==> config.mk <==
export PLATFORM = sky130hd
export DESIGN_NAME = radio_core
export DESIGN_NICKNAME = d
export VERILOG_FILES = /design/src/radio_pkg.sv /design/src/settings_decoder.sv /design/src/db_gpio_regs.sv /design/src/rx_frontend.sv /design/src/tx_frontend.sv /design/src/radio_core.sv
export SDC_FILE = /design/constraint.sdc
export NUM_CORES = 1
export LEC_CHECK = 0
export BUFFER_PORTS_ARGS = -buffer_cell sky130_fd_sc_hd__buf_2
export CORE_MARGIN = 2
export CORE_UTILIZATION = 45
export DETAILED_ROUTE_END_ITERATION = 12
export HOLD_SLACK_MARGIN = 0.12
export PLACE_DENSITY = 0.72
export SETUP_SLACK_MARGIN = 0.05
export SLEW_MARGIN = 10
export SYNTH_ARGS = -nofsm -noshare
export SYNTH_HDL_FRONTEND = slang
export SYNTH_SLANG_ARGS = --single-unit
==> constraint.sdc <==
create_clock -name radio_clk -period 3.4 [get_ports radio_clk]
set_clock_uncertainty 0.2 [all_clocks]
set_input_delay 0.17 -clock radio_clk [delete_from_list [all_inputs] [get_ports radio_clk]]
set_output_delay 0.17 -clock radio_clk [all_outputs]
set_load 0.1 [all_outputs]
==> src/radio_pkg.sv <==
/*
 * Radio core package
 * Settings and readback address map, widths and the shared bus and sample types
 */
package radio_pkg;

   // ------------------------------------------------------------------
   // bus widths
   // ------------------------------------------------------------------
   localparam int SET_ADDR_W   = 8;
   localparam int SET_DATA_W   = 32;
   localparam int RB_DATA_W    = 64;

   localparam int GPIO_W       = 32;
   localparam int MISC_W       = 32;
   localparam int LED_W        = 3;
   localparam int SAMPLE_W     = 32;
   localparam int IQ_W         = 16;
   localparam int FE_CTRL_W    = 3;
   localparam int DB_REG_IDX_W = 2;

   // ------------------------------------------------------------------
   // address map
   // ------------------------------------------------------------------
   localparam logic [SET_ADDR_W-1:0] SR_DB_BASE    = 8'd160;
   localparam logic [SET_ADDR_W-1:0] SR_TX_FE_BASE = SR_DB_BASE + 8'd48;
   localparam logic [SET_ADDR_W-1:0] SR_RX_FE_BASE = SR_DB_BASE + 8'd64;
   localparam logic [SET_ADDR_W-1:0] RB_DB_BASE    = 8'd16;

   // local register index inside the daughterboard block
   localparam logic [DB_REG_IDX_W-1:0] DB_IDX_GPIO_OUT = 2'd0;
   localparam logic [DB_REG_IDX_W-1:0] DB_IDX_GPIO_DDR = 2'd1;
   localparam logic [DB_REG_IDX_W-1:0] DB_IDX_LED      = 2'd2;
   localparam logic [DB_REG_IDX_W-1:0] DB_IDX_MISC_OUT = 2'd3;

   // ------------------------------------------------------------------
   // types
   // ------------------------------------------------------------------
   typedef struct packed {
      logic                  stb;
      logic [SET_ADDR_W-1:0] addr;
      logic [SET_DATA_W-1:0] data;
   } set_bus_t;

   typedef struct packed {
      logic                  stb;
      logic [SET_ADDR_W-1:0] addr;
   } rb_req_t;

   typedef struct packed {
      logic                    stb;
      logic [DB_REG_IDX_W-1:0] idx;
      logic [SET_DATA_W-1:0]   data;
   } db_write_t;

   typedef struct packed {
      logic [GPIO_W-1:0] gpio_out;
      logic [GPIO_W-1:0] gpio_ddr;
      logic [GPIO_W-1:0] gpio_in;
      logic [MISC_W-1:0] misc_out;
      logic [MISC_W-1:0] misc_in;
      logic [LED_W:0]    led_ctrl;   // top bit selects auto mode
   } db_status_t;

   typedef struct packed {
      logic signed [IQ_W-1:0] i;     // upper half
      logic signed [IQ_W-1:0] q;
   } iq_t;

   typedef union packed {
      logic [SAMPLE_W-1:0] raw;
      iq_t                 iq;
   } sample_u;

   // field order gives bit 0 swap, bit 1 neg i, bit 2 neg q
   typedef struct packed {
      logic neg_q;
      logic neg_i;
      logic swap_iq;
   } fe_ctrl_t;

endpackage

==> src/settings_decoder.sv <==
/*
 * Settings decoder
 * Splits settings writes into daughterboard and front-end targets,
 * and serves the 64-bit readback word
 */
module settings_decoder
   import radio_pkg::*;
(
   input  logic                 radio_clk,
   input  logic                 i_rst,
   input  set_bus_t             i_set,
   input  rb_req_t              i_rb,
   input  db_status_t           i_db_status,
   output db_write_t            o_db_write,
   output fe_ctrl_t             o_rx_ctrl,
   output fe_ctrl_t             o_tx_ctrl,
   output logic [RB_DATA_W-1:0] o_rb_data
);

   logic [SET_ADDR_W-1:0] db_offset;
   logic                  db_hit;
   logic [RB_DATA_W-1:0]  rb_word;

   // ------------------------------------------------------------------
   // address compare
   // ------------------------------------------------------------------
   assign db_offset = i_set.addr - SR_DB_BASE;   // wraps below base
   assign db_hit    = (db_offset < SET_ADDR_W'(2**DB_REG_IDX_W));

   always_ff @(posedge radio_clk)
   begin
      if (i_rst)
      begin
         o_db_write <= '0;
         o_rx_ctrl  <= '0;
         o_tx_ctrl  <= '0;
      end
      else
      begin
         o_db_write.stb  <= i_set.stb && db_hit;
         o_db_write.idx  <= db_offset[DB_REG_IDX_W-1:0];
         o_db_write.data <= i_set.data;

         if (i_set.stb && (i_set.addr == SR_RX_FE_BASE))
            o_rx_ctrl <= fe_ctrl_t'(i_set.data[FE_CTRL_W-1:0]);
         if (i_set.stb && (i_set.addr == SR_TX_FE_BASE))
            o_tx_ctrl <= fe_ctrl_t'(i_set.data[FE_CTRL_W-1:0]);
      end
   end

   // ------------------------------------------------------------------
   // readback mux
   // ------------------------------------------------------------------
   always_comb
   begin
      case (i_rb.addr)
         RB_DB_BASE:
            rb_word = {i_db_status.gpio_out, i_db_status.gpio_in};
         RB_DB_BASE + 8'd1:
            rb_word = {i_db_status.misc_out, i_db_status.misc_in};
         RB_DB_BASE + 8'd2:
            rb_word = {GPIO_W'(i_db_status.led_ctrl), i_db_status.gpio_ddr};
         default:
            rb_word = '0;   // unmapped address
      endcase
   end

   always_ff @(posedge radio_clk)
   begin
      if (i_rst)
         o_rb_data <= '0;
      else if (i_rb.stb)
         o_rb_data <= rb_word;   // held until next strobe
   end

endmodule

==> src/db_gpio_regs.sv <==
/*
 * Daughterboard registers
 * GPIO out and direction, radio LEDs with auto mode, misc out and misc in
 */
module db_gpio_regs
   import radio_pkg::*;
(
   input  logic              radio_clk,
   input  logic              i_rst,
   input  db_write_t         i_write,
   input  logic [GPIO_W-1:0] i_gpio_in,
   input  logic [MISC_W-1:0] i_misc_in,
   input  logic              i_rx_running,
   input  logic              i_tx_running,
   output logic [GPIO_W-1:0] o_gpio_out,
   output logic [GPIO_W-1:0] o_gpio_ddr,
   output logic [MISC_W-1:0] o_misc_out,
   output logic [LED_W-1:0]  o_radio_led,
   output db_status_t        o_status
);

   logic [LED_W:0]    led_ctrl;
   logic [MISC_W-1:0] misc_out_r;
   logic [MISC_W-1:0] misc_in_r;
   logic [LED_W-1:0]  led_next;

   // ------------------------------------------------------------------
   // register file
   // ------------------------------------------------------------------
   always_ff @(posedge radio_clk)
   begin
      if (i_rst)
      begin
         o_gpio_out <= '0;
         o_gpio_ddr <= '0;   // all pins input
         led_ctrl   <= '0;
         misc_out_r <= '0;
      end
      else if (i_write.stb)
      begin
         case (i_write.idx)
            DB_IDX_GPIO_OUT: o_gpio_out <= i_write.data[GPIO_W-1:0];
            DB_IDX_GPIO_DDR: o_gpio_ddr <= i_write.data[GPIO_W-1:0];
            DB_IDX_LED:      led_ctrl   <= i_write.data[LED_W:0];
            DB_IDX_MISC_OUT: misc_out_r <= i_write.data[MISC_W-1:0];
            default:         ;
         endcase
      end
   end

   // auto mode shows {rx, tx, off}
   assign led_next = led_ctrl[LED_W] ? {i_rx_running, i_tx_running, 1'b0}
                                     : led_ctrl[LED_W-1:0];

   // ------------------------------------------------------------------
   // output and input registers
   // ------------------------------------------------------------------
   always_ff @(posedge radio_clk)
   begin
      if (i_rst)
      begin
         o_misc_out  <= '0;
         misc_in_r   <= '0;
         o_radio_led <= '0;
      end
      else
      begin
         o_misc_out  <= misc_out_r;   // one more stage to the pins
         misc_in_r   <= i_misc_in;
         o_radio_led <= led_next;
      end
   end

   always_comb
   begin
      o_status.gpio_out = o_gpio_out;
      o_status.gpio_ddr = o_gpio_ddr;
      o_status.gpio_in  = i_gpio_in;
      o_status.misc_out = misc_out_r;
      o_status.misc_in  = misc_in_r;
      o_status.led_ctrl = led_ctrl;
   end

endmodule

==> src/rx_frontend.sv <==
/*
 * Receive front end
 * I/Q swap and per-component negation of the ADC word
 */
module rx_frontend
   import radio_pkg::*;
(
   input  logic     radio_clk,
   input  logic     i_rst,
   input  fe_ctrl_t i_ctrl,
   input  sample_u  i_sample,
   input  logic     i_stb,
   output sample_u  o_sample,
   output logic     o_stb
);

   sample_u swapped;
   iq_t     corr;

   always_comb
   begin
      // swap by rotating the raw word halves
      if (i_ctrl.swap_iq)
         swapped.raw = {i_sample.raw[IQ_W-1:0], i_sample.raw[SAMPLE_W-1:IQ_W]};
      else
         swapped.raw = i_sample.raw;

      // 16-bit wrap, 8000 stays 8000
      corr.i = i_ctrl.neg_i ? -swapped.iq.i : swapped.iq.i;
      corr.q = i_ctrl.neg_q ? -swapped.iq.q : swapped.iq.q;
   end

   always_ff @(posedge radio_clk)
   begin
      if (i_rst)
      begin
         o_sample <= '0;
         o_stb    <= 1'b0;
      end
      else
      begin
         o_stb <= i_stb;
         if (i_stb)
            o_sample.iq <= corr;   // hold while strobe low
      end
   end

endmodule

==> src/tx_frontend.sv <==
/*
 * Transmit front end
 * Swap then negate on the I/Q pair, presented as the DAC word
 */
module tx_frontend
   import radio_pkg::*;
(
   input  logic     radio_clk,
   input  logic     i_rst,
   input  fe_ctrl_t i_ctrl,
   input  sample_u  i_sample,
   input  logic     i_stb,
   output sample_u  o_sample,
   output logic     o_stb
);

   iq_t swapped;
   iq_t corr;

   always_comb
   begin
      swapped = i_sample.iq;
      if (i_ctrl.swap_iq)
      begin
         swapped.i = i_sample.iq.q;
         swapped.q = i_sample.iq.i;
      end

      corr.i = i_ctrl.neg_i ? -swapped.i : swapped.i;   // two's-complement wrap
      corr.q = i_ctrl.neg_q ? -swapped.q : swapped.q;
   end

   always_ff @(posedge radio_clk)
   begin
      if (i_rst)
      begin
         o_sample <= '0;
         o_stb    <= 1'b0;
      end
      else
      begin
         o_stb <= i_stb;
         if (i_stb)
            o_sample.raw <= corr;   // dac word, I in upper half
      end
   end

endmodule

==> src/radio_core.sv <==
/*
 * Radio core top level
 * Settings decode, daughterboard registers and the rx/tx front-end corrections
 */
module radio_core
   import radio_pkg::*;
(
   input  logic                 radio_clk,
   input  logic                 i_rst,
   input  set_bus_t             i_set,
   input  rb_req_t              i_rb,
   input  sample_u              i_rx,
   input  logic                 i_rx_stb,
   input  sample_u              i_tx,
   input  logic                 i_tx_stb,
   input  logic [GPIO_W-1:0]    i_db_gpio_in,
   input  logic [MISC_W-1:0]    i_misc_in,
   input  logic                 i_rx_running,
   input  logic                 i_tx_running,
   output logic [RB_DATA_W-1:0] o_rb_data,
   output sample_u              o_rx,
   output logic                 o_rx_stb,
   output sample_u              o_tx,
   output logic                 o_tx_stb,
   output logic [GPIO_W-1:0]    o_db_gpio_out,
   output logic [GPIO_W-1:0]    o_db_gpio_ddr,
   output logic [MISC_W-1:0]    o_misc_out,
   output logic [LED_W-1:0]     o_radio_led
);

   db_write_t  db_write;
   db_status_t db_status;
   fe_ctrl_t   rx_ctrl;
   fe_ctrl_t   tx_ctrl;

   settings_decoder u_settings_decoder (
      .radio_clk   (radio_clk),
      .i_rst       (i_rst),
      .i_set       (i_set),
      .i_rb        (i_rb),
      .i_db_status (db_status),
      .o_db_write  (db_write),
      .o_rx_ctrl   (rx_ctrl),
      .o_tx_ctrl   (tx_ctrl),
      .o_rb_data   (o_rb_data)
   );

   db_gpio_regs u_db_gpio_regs (
      .radio_clk    (radio_clk),
      .i_rst        (i_rst),
      .i_write      (db_write),
      .i_gpio_in    (i_db_gpio_in),
      .i_misc_in    (i_misc_in),
      .i_rx_running (i_rx_running),
      .i_tx_running (i_tx_running),
      .o_gpio_out   (o_db_gpio_out),
      .o_gpio_ddr   (o_db_gpio_ddr),
      .o_misc_out   (o_misc_out),
      .o_radio_led  (o_radio_led),
      .o_status     (db_status)
   );

   rx_frontend u_rx_frontend (
      .radio_clk (radio_clk),
      .i_rst     (i_rst),
      .i_ctrl    (rx_ctrl),
      .i_sample  (i_rx),
      .i_stb     (i_rx_stb),
      .o_sample  (o_rx),
      .o_stb     (o_rx_stb)
   );

   tx_frontend u_tx_frontend (
      .radio_clk (radio_clk),
      .i_rst     (i_rst),
      .i_ctrl    (tx_ctrl),
      .i_sample  (i_tx),
      .i_stb     (i_tx_stb),
      .o_sample  (o_tx),
      .o_stb     (o_tx_stb)
   );

endmodule

# Yosys cells after proc, flatten, opt, wreduce, memory -nomap -nowiden

Index checks and enable logic that the tools add are counted.

Eq/ne operators: 8
Order comparisons: 1
Reductions and logical operators: 9
Muxes and demuxes: 8
Add/subtract/negate cells: 5

Operators by type and width:

| operator                                                    | number |
|---|---|
| one-hot mux 64 bit (3 select lines)                         | 1 |
| 2-to-1 mux 16 bit                                           | 4 |
| 2-to-1 mux 32 bit                                           | 2 |
| negation 16 bit                                             | 4 |
| equality test 8 x 5 -> 1 bit (second input constant)        | 3 |
| equality test 8 bit (second input constant)                 | 2 |
| less-than comparator 8 x 3 -> 1 bit (second input constant) | 1 |
| AND reduction 2 bit                                         | 4 |
| subtractor 8 bit (second input constant)                    | 1 |
| equality test 2 bit (second input constant)                 | 2 |
| logical AND 1 bit                                           | 3 |
| 2-to-1 mux 3 bit                                            | 1 |
| equality test 2 x 1 -> 1 bit (second input constant)        | 1 |
| logical NOT 2 bit                                           | 1 |
| OR reduction 2 bit                                          | 1 |

Output and inout bits: 229
Flip-flop bits (word level): 338
Logic and storage cells: 53

# Depth between registers and ports, before layout

Gate-level depths: netlist of the first run.

Depth after elaboration: 3
Mapped depth: 11

# By module

A second synthesis of the first run with hierarchy kept.

Cells, all modules: 1710
Area total of the unflattened synthesis: 16294.4 µm²

Modules (own cells, without submodules):

| module           | cells an instance | sequential area each (µm²) | area an instance (µm²) | instances |
|---|---|---|---|---|
| db_gpio_regs     | 599               | 3343.2                     | 6454.9                 | 1 |
| settings_decoder | 478               | 2102.0                     | 4619.4                 | 1 |
| tx_frontend      | 314               | 660.6                      | 2628.8                 | 1 |
| rx_frontend      | 319               | 660.6                      | 2591.2                 | 1 |

# Worst setup path after synthesis of the first run

Ideal clock, no wire load.

Path kind: reg2reg
Start point: reg u_settings_decoder.o_tx_ctrl[0] in the netlist's numbering
End point: reg u_tx_frontend.o_sample[28] in the netlist's numbering
Library setup time: 132 ps
Stages on the path, launching flop included: 12
Path slack: 210 ps
Clock period less this slack: 3190 ps
Data arrival time: 2858 ps
Required time: 3068 ps
Cell sequence: dfxtp_1 buf_2 buf_2 buf_2 buf_2 mux2i_1 ha_1 or4b_2 o2bb2ai_1 nor4_1 or3_1 a31oi_1

Word-level cells in the longest chain between the ends: 3

Ends and longest elaborated chain:

| item                     | RTL line               | RTL |
|---|---|---|
| start: declaration       | settings_decoder.sv:16 | `output fe_ctrl_t o_tx_ctrl,` |
| start signal: assignment | settings_decoder.sv:47 | `o_tx_ctrl <= fe_ctrl_t'(i_set.data[FE_CTRL_W-1:0]);` |
| 2-to-1 mux 32 bit (*)    | tx_frontend.sv:23      | `if (i_ctrl.swap_iq)` |
| negation 16 bit          | tx_frontend.sv:29      | `corr.i = i_ctrl.neg_i ? -swapped.i : swapped.i;` |
| 2-to-1 mux 16 bit (*)    | tx_frontend.sv:29      |  |
| end: declaration         | tx_frontend.sv:13      | `output sample_u o_sample,` |

Every way passes the cells marked *; elsewhere a longest branch is shown, timed or not.
A chain may end at the register's enable or synchronous reset.

# Worst setup path after layout of the first run

Start point: reg u_settings_decoder.o_rx_ctrl[0] in the netlist's numbering
End point: reg u_rx_frontend.o_sample[15] in the netlist's numbering

Word-level cells in the longest chain between the ends: 3

Ends and longest elaborated chain:

| item                     | RTL line               | RTL |
|---|---|---|
| start: declaration       | settings_decoder.sv:15 | `output fe_ctrl_t o_rx_ctrl,` |
| start signal: assignment | settings_decoder.sv:45 | `o_rx_ctrl <= fe_ctrl_t'(i_set.data[FE_CTRL_W-1:0]);` |
| 2-to-1 mux 32 bit (*)    | rx_frontend.sv:23      | `if (i_ctrl.swap_iq)` |
| negation 16 bit          | rx_frontend.sv:30      | `corr.q = i_ctrl.neg_q ? -swapped.iq.q : swapped.iq.q;` |
| 2-to-1 mux 16 bit (*)    | rx_frontend.sv:30      |  |
| end: declaration         | rx_frontend.sv:13      | `output sample_u o_sample,` |

Marks and branches as above.

==> metrics.md, run 1 <==
| Metric | Value |
|---|---|
| Count of cell types in the netlist | 72 |
| Fmax | 300 MHz |
| Ratio of cells with drive above 1 in the final layout | 24.3% |
| CP Max Fanout | 74 |
| Number of synthesized flops with an enable pin | 0 |
| Worst Setup End Kind | flop |
| Min Tclk post-route | 3340 ps |
| P_sw | 2.48 mW |
| Initial core utilization | 45.5% |
| CP required | 3600 ps |
| Outcome | finished clean |
| Synth Net Count | 1992 |
| Unrepaired setup endpoints after global routing | true |
| Final setup vio count | 0 |
| Post-route ant nets | 0 |
| DR vias | 15659 |
| Inserted Diodes | 0 |
| Max cap viols | 0 |
| CP Data Arrival Time | 3540 ps |
| Vias in the first global route | 15521 |
| Io pins | 413 |
| Clock tree sinks | 338 |
| Total Wirelength | 54.1 mm |
| Residual DRC count | 0 |
| # nets final | 2536 |
| Via density | 5.55 |
| Pint | 7.13 mW |
| Multi-input gate area | 7490 µm² |
| Routed metal-1 wire length | 20.9 mm |
| Pins over their slew limit | 0 |
| Clk pwr share | 45.1% |
| #FFs+latches synth | 338 |
| Largest net degree at the start of global routing | 103 |
| Post-detail-place hpwl | 35.7 mm |
| Post-CTS Setup Bufs | 0 |
| Reg2Reg Depth | 8 |
| Ys Warns | 0 |
| Area grow syn2layout | 38.0% |
| Lkg Pwr | 8.61 nW |
| Comb pwr share | 12.1% |
| Root buffer cell | clkbuf_16 |
| Hold path depth | 5 |
| Row cnt | 67 |
| Reg clk slew, reported paths | 60 ps |
| Mean post-synth cell area | 8.44 µm² |
| Post-DR wirelength/cell | 19.2 µm |
| Final Hold Viols | 0 |
| Async SR Flop Fraction | 0% |
| Top_reg_cell synth | dfxtp_1 |
| Insertion delay of the later-clocked pin in the worst-skew pair | 520 ps |
| Final Cycle Share | 98.1% |
| Worst setup SP type | flop |
| Design area | 21000 µm² |
| Mapped Cells | 1803 |
| Slew margin rel. | 25.0% |
| Worst-margin pin slew | 1130 ps |
| Number of port buffers | 412 |
| Clock buffer count from CTS | 37 |
| Filler Cells Inserted | 2744 |
| GPL Wtd Cong | 0.967 |
| Area of the core | 33400 µm² |
| Initial DRC Count | 1115 |
| Register Area | 6770 µm² |
| Die height | 188 µm |
| Worst hold slack | 149 ps |
| Power per standard cell area | 457 nW/µm² |
| Number of antenna violations at the first check in global routing | 0 |
| VDD IR max | 0.294 mV |
| Post-Synthesis Cell Area | 15200 µm² |
| DP Area | 17100 µm² |
| Die area | 35300 µm² |
| Total global routing overflow | 0 |
| First-pass GRT wire length | 83.6 mm |
| CTS Buffer Depth | 3 |
| Post-synthesis sequential area ratio | 44.5% |
| Max layer used | met4 |
| Die X-Extent | 188 µm |
| Worst Hold Class | in2reg |
| Type of the worst setup path | reg2reg |
| Sequential Power Share | 42.8% |
| H-tree depth | 2 |
| CTS tree | done |
| Met2 Routed Length | 26.3 mm |
| Gr usage total | 29.6% |
| WL met3 | 4.23 mm |
| DRT Pass-1 Iters | 5 |
| Sw Ratio | 25.8% |
[cells in the mapped netlist (all sizes together) (4+ instances only)]
cell / count / area share, %
or3b: 7 / 0.40
a21o: 4 / 0.20
nor4: 13 / 0.62
buf: 94 / 4.1
o22ai: 7 / 0.29
o211ai: 4 / 0.20
nand3: 23 / 0.76
nor2b: 135 / 5.6
or4b: 4 / 0.26
dfxtp: 338 / 44
nand4: 10 / 0.41
nor4b: 7 / 0.64
nor3b: 13 / 0.64
nand2: 275 / 6.8
xnor2: 18 / 1.0
a211oi: 18 / 0.89
a21oi: 194 / 6.4
nor3: 31 / 1.0
mux2: 47 / 3.5
clkbuf: 89 / 2.2
o221ai: 5 / 0.29
inv: 14 / 0.35
or4: 8 / 0.44
or3: 18 / 0.74
and2: 7 / 0.29
nor2: 150 / 3.7
a31oi: 15 / 0.62
o31ai: 9 / 0.44
o21ai: 69 / 2.3
a22oi: 44 / 2.2
ha: 5 / 0.41
mux2i: 69 / 4.5
o311ai: 4 / 0.23
a211o: 5 / 0.30
[layout make-up]
cell class,instances,area share [%]
multi-input combinational,1267,35.7
sequential,338,32.3
timing repair buffer,688,22.8
clock buffer,53,5.27
tap,448,2.67
clock inverter,14,1.09
inverter,15,0.268
[metal layers]
metal  up-vias  track usage [%]
met4         0             14.1
met2       791             52.3
met5         -                0
li1       7293                -
met1      7419             34.8
met3       156             5.11
[final timing paths]
check	from	end	slack (ps)
max reg2reg	u_settings_decoder.o_rx_ctrl[0]$_SDFFE_PP0P_	u_rx_frontend.o_sample[15]$_SDFFE_PP0P_	60
max	u_settings_decoder.o_rx_ctrl[0]$_SDFFE_PP0P_	u_rx_frontend.o_sample[15]$_SDFFE_PP0P_	60
min reg2reg	u_settings_decoder.o_rb_data[17]$_SDFFE_PP0P_	u_settings_decoder.o_rb_data[17]$_SDFFE_PP0P_	250
min	i_rx[4]	u_rx_frontend.o_sample[4]$_SDFFE_PP0P_	150
[cell usage in the layout (no fill, tap or decap), drive strengths merged, types with 5 or more instances in the layout]
cell type and count:
nor2b 135, a31oi 15, or4 8, o22ai 7
a211o 5, clkbuf 53, or3b 7, nor4 13
or3 18, bufinv 5, nand2 275, clkinv 6
nor3 31, nor2 150, a22oi 44, mux2i 69
dfxtp 338, nor4b 7, o21ai 69, dlygate4sd3 248
mux2 47, buf 440, ha 5, nand4 10
o221ai 5, and2 7, a21oi 194, o31ai 9
inv 15, nor3b 13, nand3 23, xnor2 18
a211oi 18
[logic make-up (layout without fill, tap and decap cells)]
logic type / Yosys count / count (layout) / synth area share (%)
AND/OR/NAND/NOR: 719 / 719 / 23.2
buffers and inverters: 198 / 770 / 6.70
adder cells (fa/ha/maj): 5 / 5 / 0.411
XOR/XNOR: 20 / 20 / 1.15
AO/OA/AOI/OAI: 407 / 407 / 16.0
multiplexers: 116 / 116 / 8.02
flip-flops: 338 / 338 / 44.5
[stage by stage]
step	setup TNS [ps]	setup slack [ps]	power, mW	util [%]	std cells
final	0	64.7	9.60	62.8	2823
after global routing	-17.1	-17.1	9.90	62.8	2823
after CTS	0	118	9.64	62.7	2823
after detailed placement	0	590	5.13	51.3	2508
after global placement	0	706	5.12	51.3	2508
after floorplan	0	210	4.81	-	1803
[registers in the layout, summed over array words and instances (netlist names)]
| name | cells |
|---|---|
| u_db_gpio_regs.o_gpio_ddr | 32 |
| u_tx_frontend.o_sample | 32 |
| u_settings_decoder.o_tx_ctrl | 3 |
| u_db_gpio_regs.misc_in_r | 32 |
| u_db_gpio_regs.misc_out_r | 32 |
| u_db_gpio_regs.led_ctrl | 4 |
| u_settings_decoder.o_rb_data | 64 |
| u_rx_frontend.o_sample | 32 |
| u_settings_decoder.o_db_write | 35 |
| u_db_gpio_regs.o_gpio_out | 32 |
| u_db_gpio_regs.o_misc_out | 32 |
| u_settings_decoder.o_rx_ctrl | 3 |
| u_rx_frontend.o_stb | 1 |
| u_tx_frontend.o_stb | 1 |
| u_db_gpio_regs.o_radio_led | 3 |
[repair_timing]
item                       in CTS  in global routing
hold buffers                  248                  0
resized for setup               0                  8
hold endpoints to repair      185                  0
setup endpoints to repair       0                  7
[power by group through the flow]
stage | clock network (mW) | registers, mW | logic (mW)
2_1_floorplan | 0 | 4.51 | 0.305
3_3_place_gp | 0 | 4.19 | 0.931
3_5_place_dp | 0 | 4.19 | 0.938
4_1_cts | 4.40 | 4.11 | 1.14
5_1_grt | 4.57 | 4.11 | 1.22
6_report | 4.34 | 4.11 | 1.16
[worst max-delay path, stage by stage, from the launching register on]
cell           delay (ps)
dfxtp_4               400
buf_12                300
inv_1                 280
o31ai_2               400
nand3_1               140
o21ai_0               220
dlygate4sd3_1         580
a31oi_1                70
dlygate4sd3_1         570
No activity file was read; power rests on OpenSTA's default activity.
==> inputs of run 2 (changes only) <==
BUFFER_PORTS_ARGS = default   (was -buffer_cell sky130_fd_sc_hd__buf_2)
DONT_BUFFER_PORTS = 1   (was default)
PLACE_DENSITY = 0.61   (was 0.72)
==> run 2 against run 1 <==
Net effect:
- non-clock buffer count shrank 158
- first-iteration DRC count is 10% lower
- cell area up 1.6%
- final cell count decreased by 5.6%
- flip-flop and latch count unchanged
- critical endpoint is now u_tx_frontend.o_sample[29]$_SDFFE_PP0P_
- register-to-register slack better by 95 ps
- highest routed layer unchanged
- critical path depth unchanged
- via count down 3.5%
- utilization increased by 1.0 points
- worst hold slack worse by 16 ps
- count of clock-buffer cells in the layout rose by 1
- setup slack better by 60 ps
==> metrics.md, run 2 (synthesis results as in run 1) <==
| Metric | Value |
|---|---|
| Initial DRC Count | 999 |
| Row cnt | 67 |
| Power per standard cell area | 452 nW/µm² |
| Worst Hold Class | in2reg |
| Initial core utilization | 45.5% |
| Reg2Reg Depth | 8 |
| Critical path origin | i_tx[3] |
| Type of the worst setup path | in2reg |
| VDD IR max | 0.361 mV |
| Io pins | 413 |
| Filler Cells Inserted | 2724 |
| Buf+Inv Stages, Crit Path | 3 |
| Slowest stage delay, CP | 700 ps |
| Largest regs | u_settings_decoder.o_rb_data (64), u_settings_decoder.o_db_write (35) |
| End point of the critical path | u_tx_frontend.o_sample[29]$_SDFFE_PP0P_ |
| Residual DRC count | 0 |
| Largest register FFs | 64 |
| Commonest non-fill, non-tap cell in the layout | dlygate4sd3_1 |
| Gr usage total | 30.4% |
| R2R Path End | u_tx_frontend.o_sample[19]$_SDFFE_PP0P_ |
| CP Max Fanout | 5 |
| Number of port buffers | 0 |
| Critical path depth | 8 |
| Number of antenna violations at the first check in global routing | 2 |
| First-pass GRT wire length | 85.7 mm |
| # nets final | 2379 |
| GPL Wtd Cong | 0.909 |
| H-tree depth | 2 |
| Die height | 188 µm |
| Flop-to-flop setup slack | 160 ps |
| Post-route ant nets | 0 |
| Post-DR wirelength/cell | 21.0 µm |
| CP Data Arrival Time | 3490 ps |
| Vias in the first global route | 15314 |
| Critical-path cell list | dlygate4sd3_1, nor4_4, dlygate4sd3_1, nand4_1, a211oi_1, mux2i_1, a221o_1, dlygate4sd3_1 |
| Reg clk slew, reported paths | 70 ps |
| Clock tree sinks | 338 |
| Most Frequent Cell on Critical Path | dlygate4sd3_1 |
| Final Cycle Share | 96.3% |
| DR vias | 15112 |
| Most frequent cells in the layout | dlygate4sd3_1, dfxtp_1, nand2_1 |
| Die area | 35300 µm² |
| Final Power | 9.65 mW |
| Clock buffer count from CTS | 38 |
| Worst-margin pin slew | 1130 ps |
| FF-to-FF Start | u_settings_decoder.o_tx_ctrl[0]$_SDFFE_PP0P_ |
| CP required | 3620 ps |
| Root buffer cell | clkbuf_16 |
| Min Tclk post-route | 3280 ps |
| CTS tree | done |
| Area grow syn2layout | 40.2% |
| Insertion delay of the later-clocked pin in the worst-skew pair | 520 ps |
| Final Hold Viols | 0 |
| DRT Pass-1 Iters | 5 |
| Post-detail-place hpwl | 32.6 mm |
| Total global routing overflow | 0 |
| Area of the core | 33400 µm² |
| Via density | 5.67 |
| Total Wirelength | 56.0 mm |
| Delay-heaviest family, CP | buffers and inverters |
| Fmax | 305 MHz |
| Pins over their slew limit | 0 |
| Worst Setup End Kind | flop |
| CP max-delay cell | dlygate4sd3_1 |
| Slew margin rel. | 24.4% |
| Unrepaired setup endpoints after global routing | true |
| Outcome | finished clean |
| Lkg Pwr | 8.22 nW |
| Largest Register | u_settings_decoder.o_rb_data |
| Largest net degree at the start of global routing | 170 |
| CTS Buffer Depth | 3 |
| Final setup vio count | 0 |
| Ratio of cells with drive above 1 in the final layout | 12.5% |
| Die X-Extent | 188 µm |
| Max cap viols | 0 |
| Setup TNS | 0 ps |
| Worst setup SP type | primary input |
run 2: cell count changes in the layout (fill, tap and decap cells not counted), sizes merged:
cell and change:
buf -306, clkbuf +1, clkinv -1, clkinvlp +2
diode +1, dlygate4sd3 +147, dlymetal6s4s +1, inv -2
run 2: layout make-up:
class / count / area, µm² / area share (%)
inverters: 15 / 63.8 / 0.299
clock inverters: 13 / 205 / 0.962
repair buffers: 530 / 5080 / 23.8
diodes: 1 / 2.50 / 0.0117
well taps: 448 / 561 / 2.63
flip-flops and latches: 338 / 6770 / 31.7
clock buffers: 54 / 1150 / 5.40
multi-input cells: 1267 / 7500 / 35.2
run 2: stage by stage:
step                setup slack, ps  cells  area [µm²]  util [%]  hold WS, ps
finish                          125   2666       21300      63.8          133
global placement                736   2190       15800      47.1         61.8
CTS                             113   2659       21200      63.5          122
global route                   21.2   2666       21300      63.8          139
floorplan                       210   1803       15200         -         98.2
detailed placement              615   2190       15800      47.1         64.4
run 2: layer usage:
| layer | share of wire, % | GRT usage, % | vias to the layer above |
|---|---|---|---|
| met2 | 47 | 51.8 | 763 |
| met4 | 5.0 | 14.2 | 0 |
| met3 | 9.2 | 7.47 | 181 |
| met5 | 0 | 0 | - |
| met1 | 39 | 36.0 | 7186 |
| li1 | - | - | 6982 |
run 2: tightest hold or removal path, delay by kind of cell:
kind	cells	cell delay [ps]
and+or+nand+nor	3	310
AOI/OAI and AO/OA	2	320
run 2: worst min-delay path by stage:
| stage | from | end | slack, ps | cells past startpoint |
|---|---|---|---|---|
| after floorplan | i_misc_in[0] | u_db_gpio_regs.misc_in_r[0]$_SDFF_PP0_ | 100 | 1 |
| after global placement | i_rst | u_tx_frontend.o_sample[13]$_SDFFE_PP0P_ | 60 | 1 |
| after detailed placement | i_rst | u_tx_frontend.o_sample[13]$_SDFFE_PP0P_ | 60 | 1 |
| after CTS | i_tx_running | u_db_gpio_regs.o_radio_led[1]$_SDFF_PP0_ | 120 | 3 |
| after global routing | i_tx[18] | u_tx_frontend.o_sample[28]$_SDFFE_PP0P_ | 140 | 5 |
| final | i_tx[18] | u_tx_frontend.o_sample[28]$_SDFFE_PP0P_ | 130 | 5 |
run 2: power by group:
part           internal [mW]  switching, mW  total, mW
combinational          0.414          0.519      0.933
sequential              4.05          0.226       4.28
clock                   2.74           1.70       4.44
total                   7.20           2.44       9.65
run 2: what timing repair did:
item                                    CTS  global route
endpoints found under the setup margin    0            16
endpoints found under the hold margin   337             0
setup buffers                             0             6
hold buffers                            402             0
gates resized for setup                   0            13
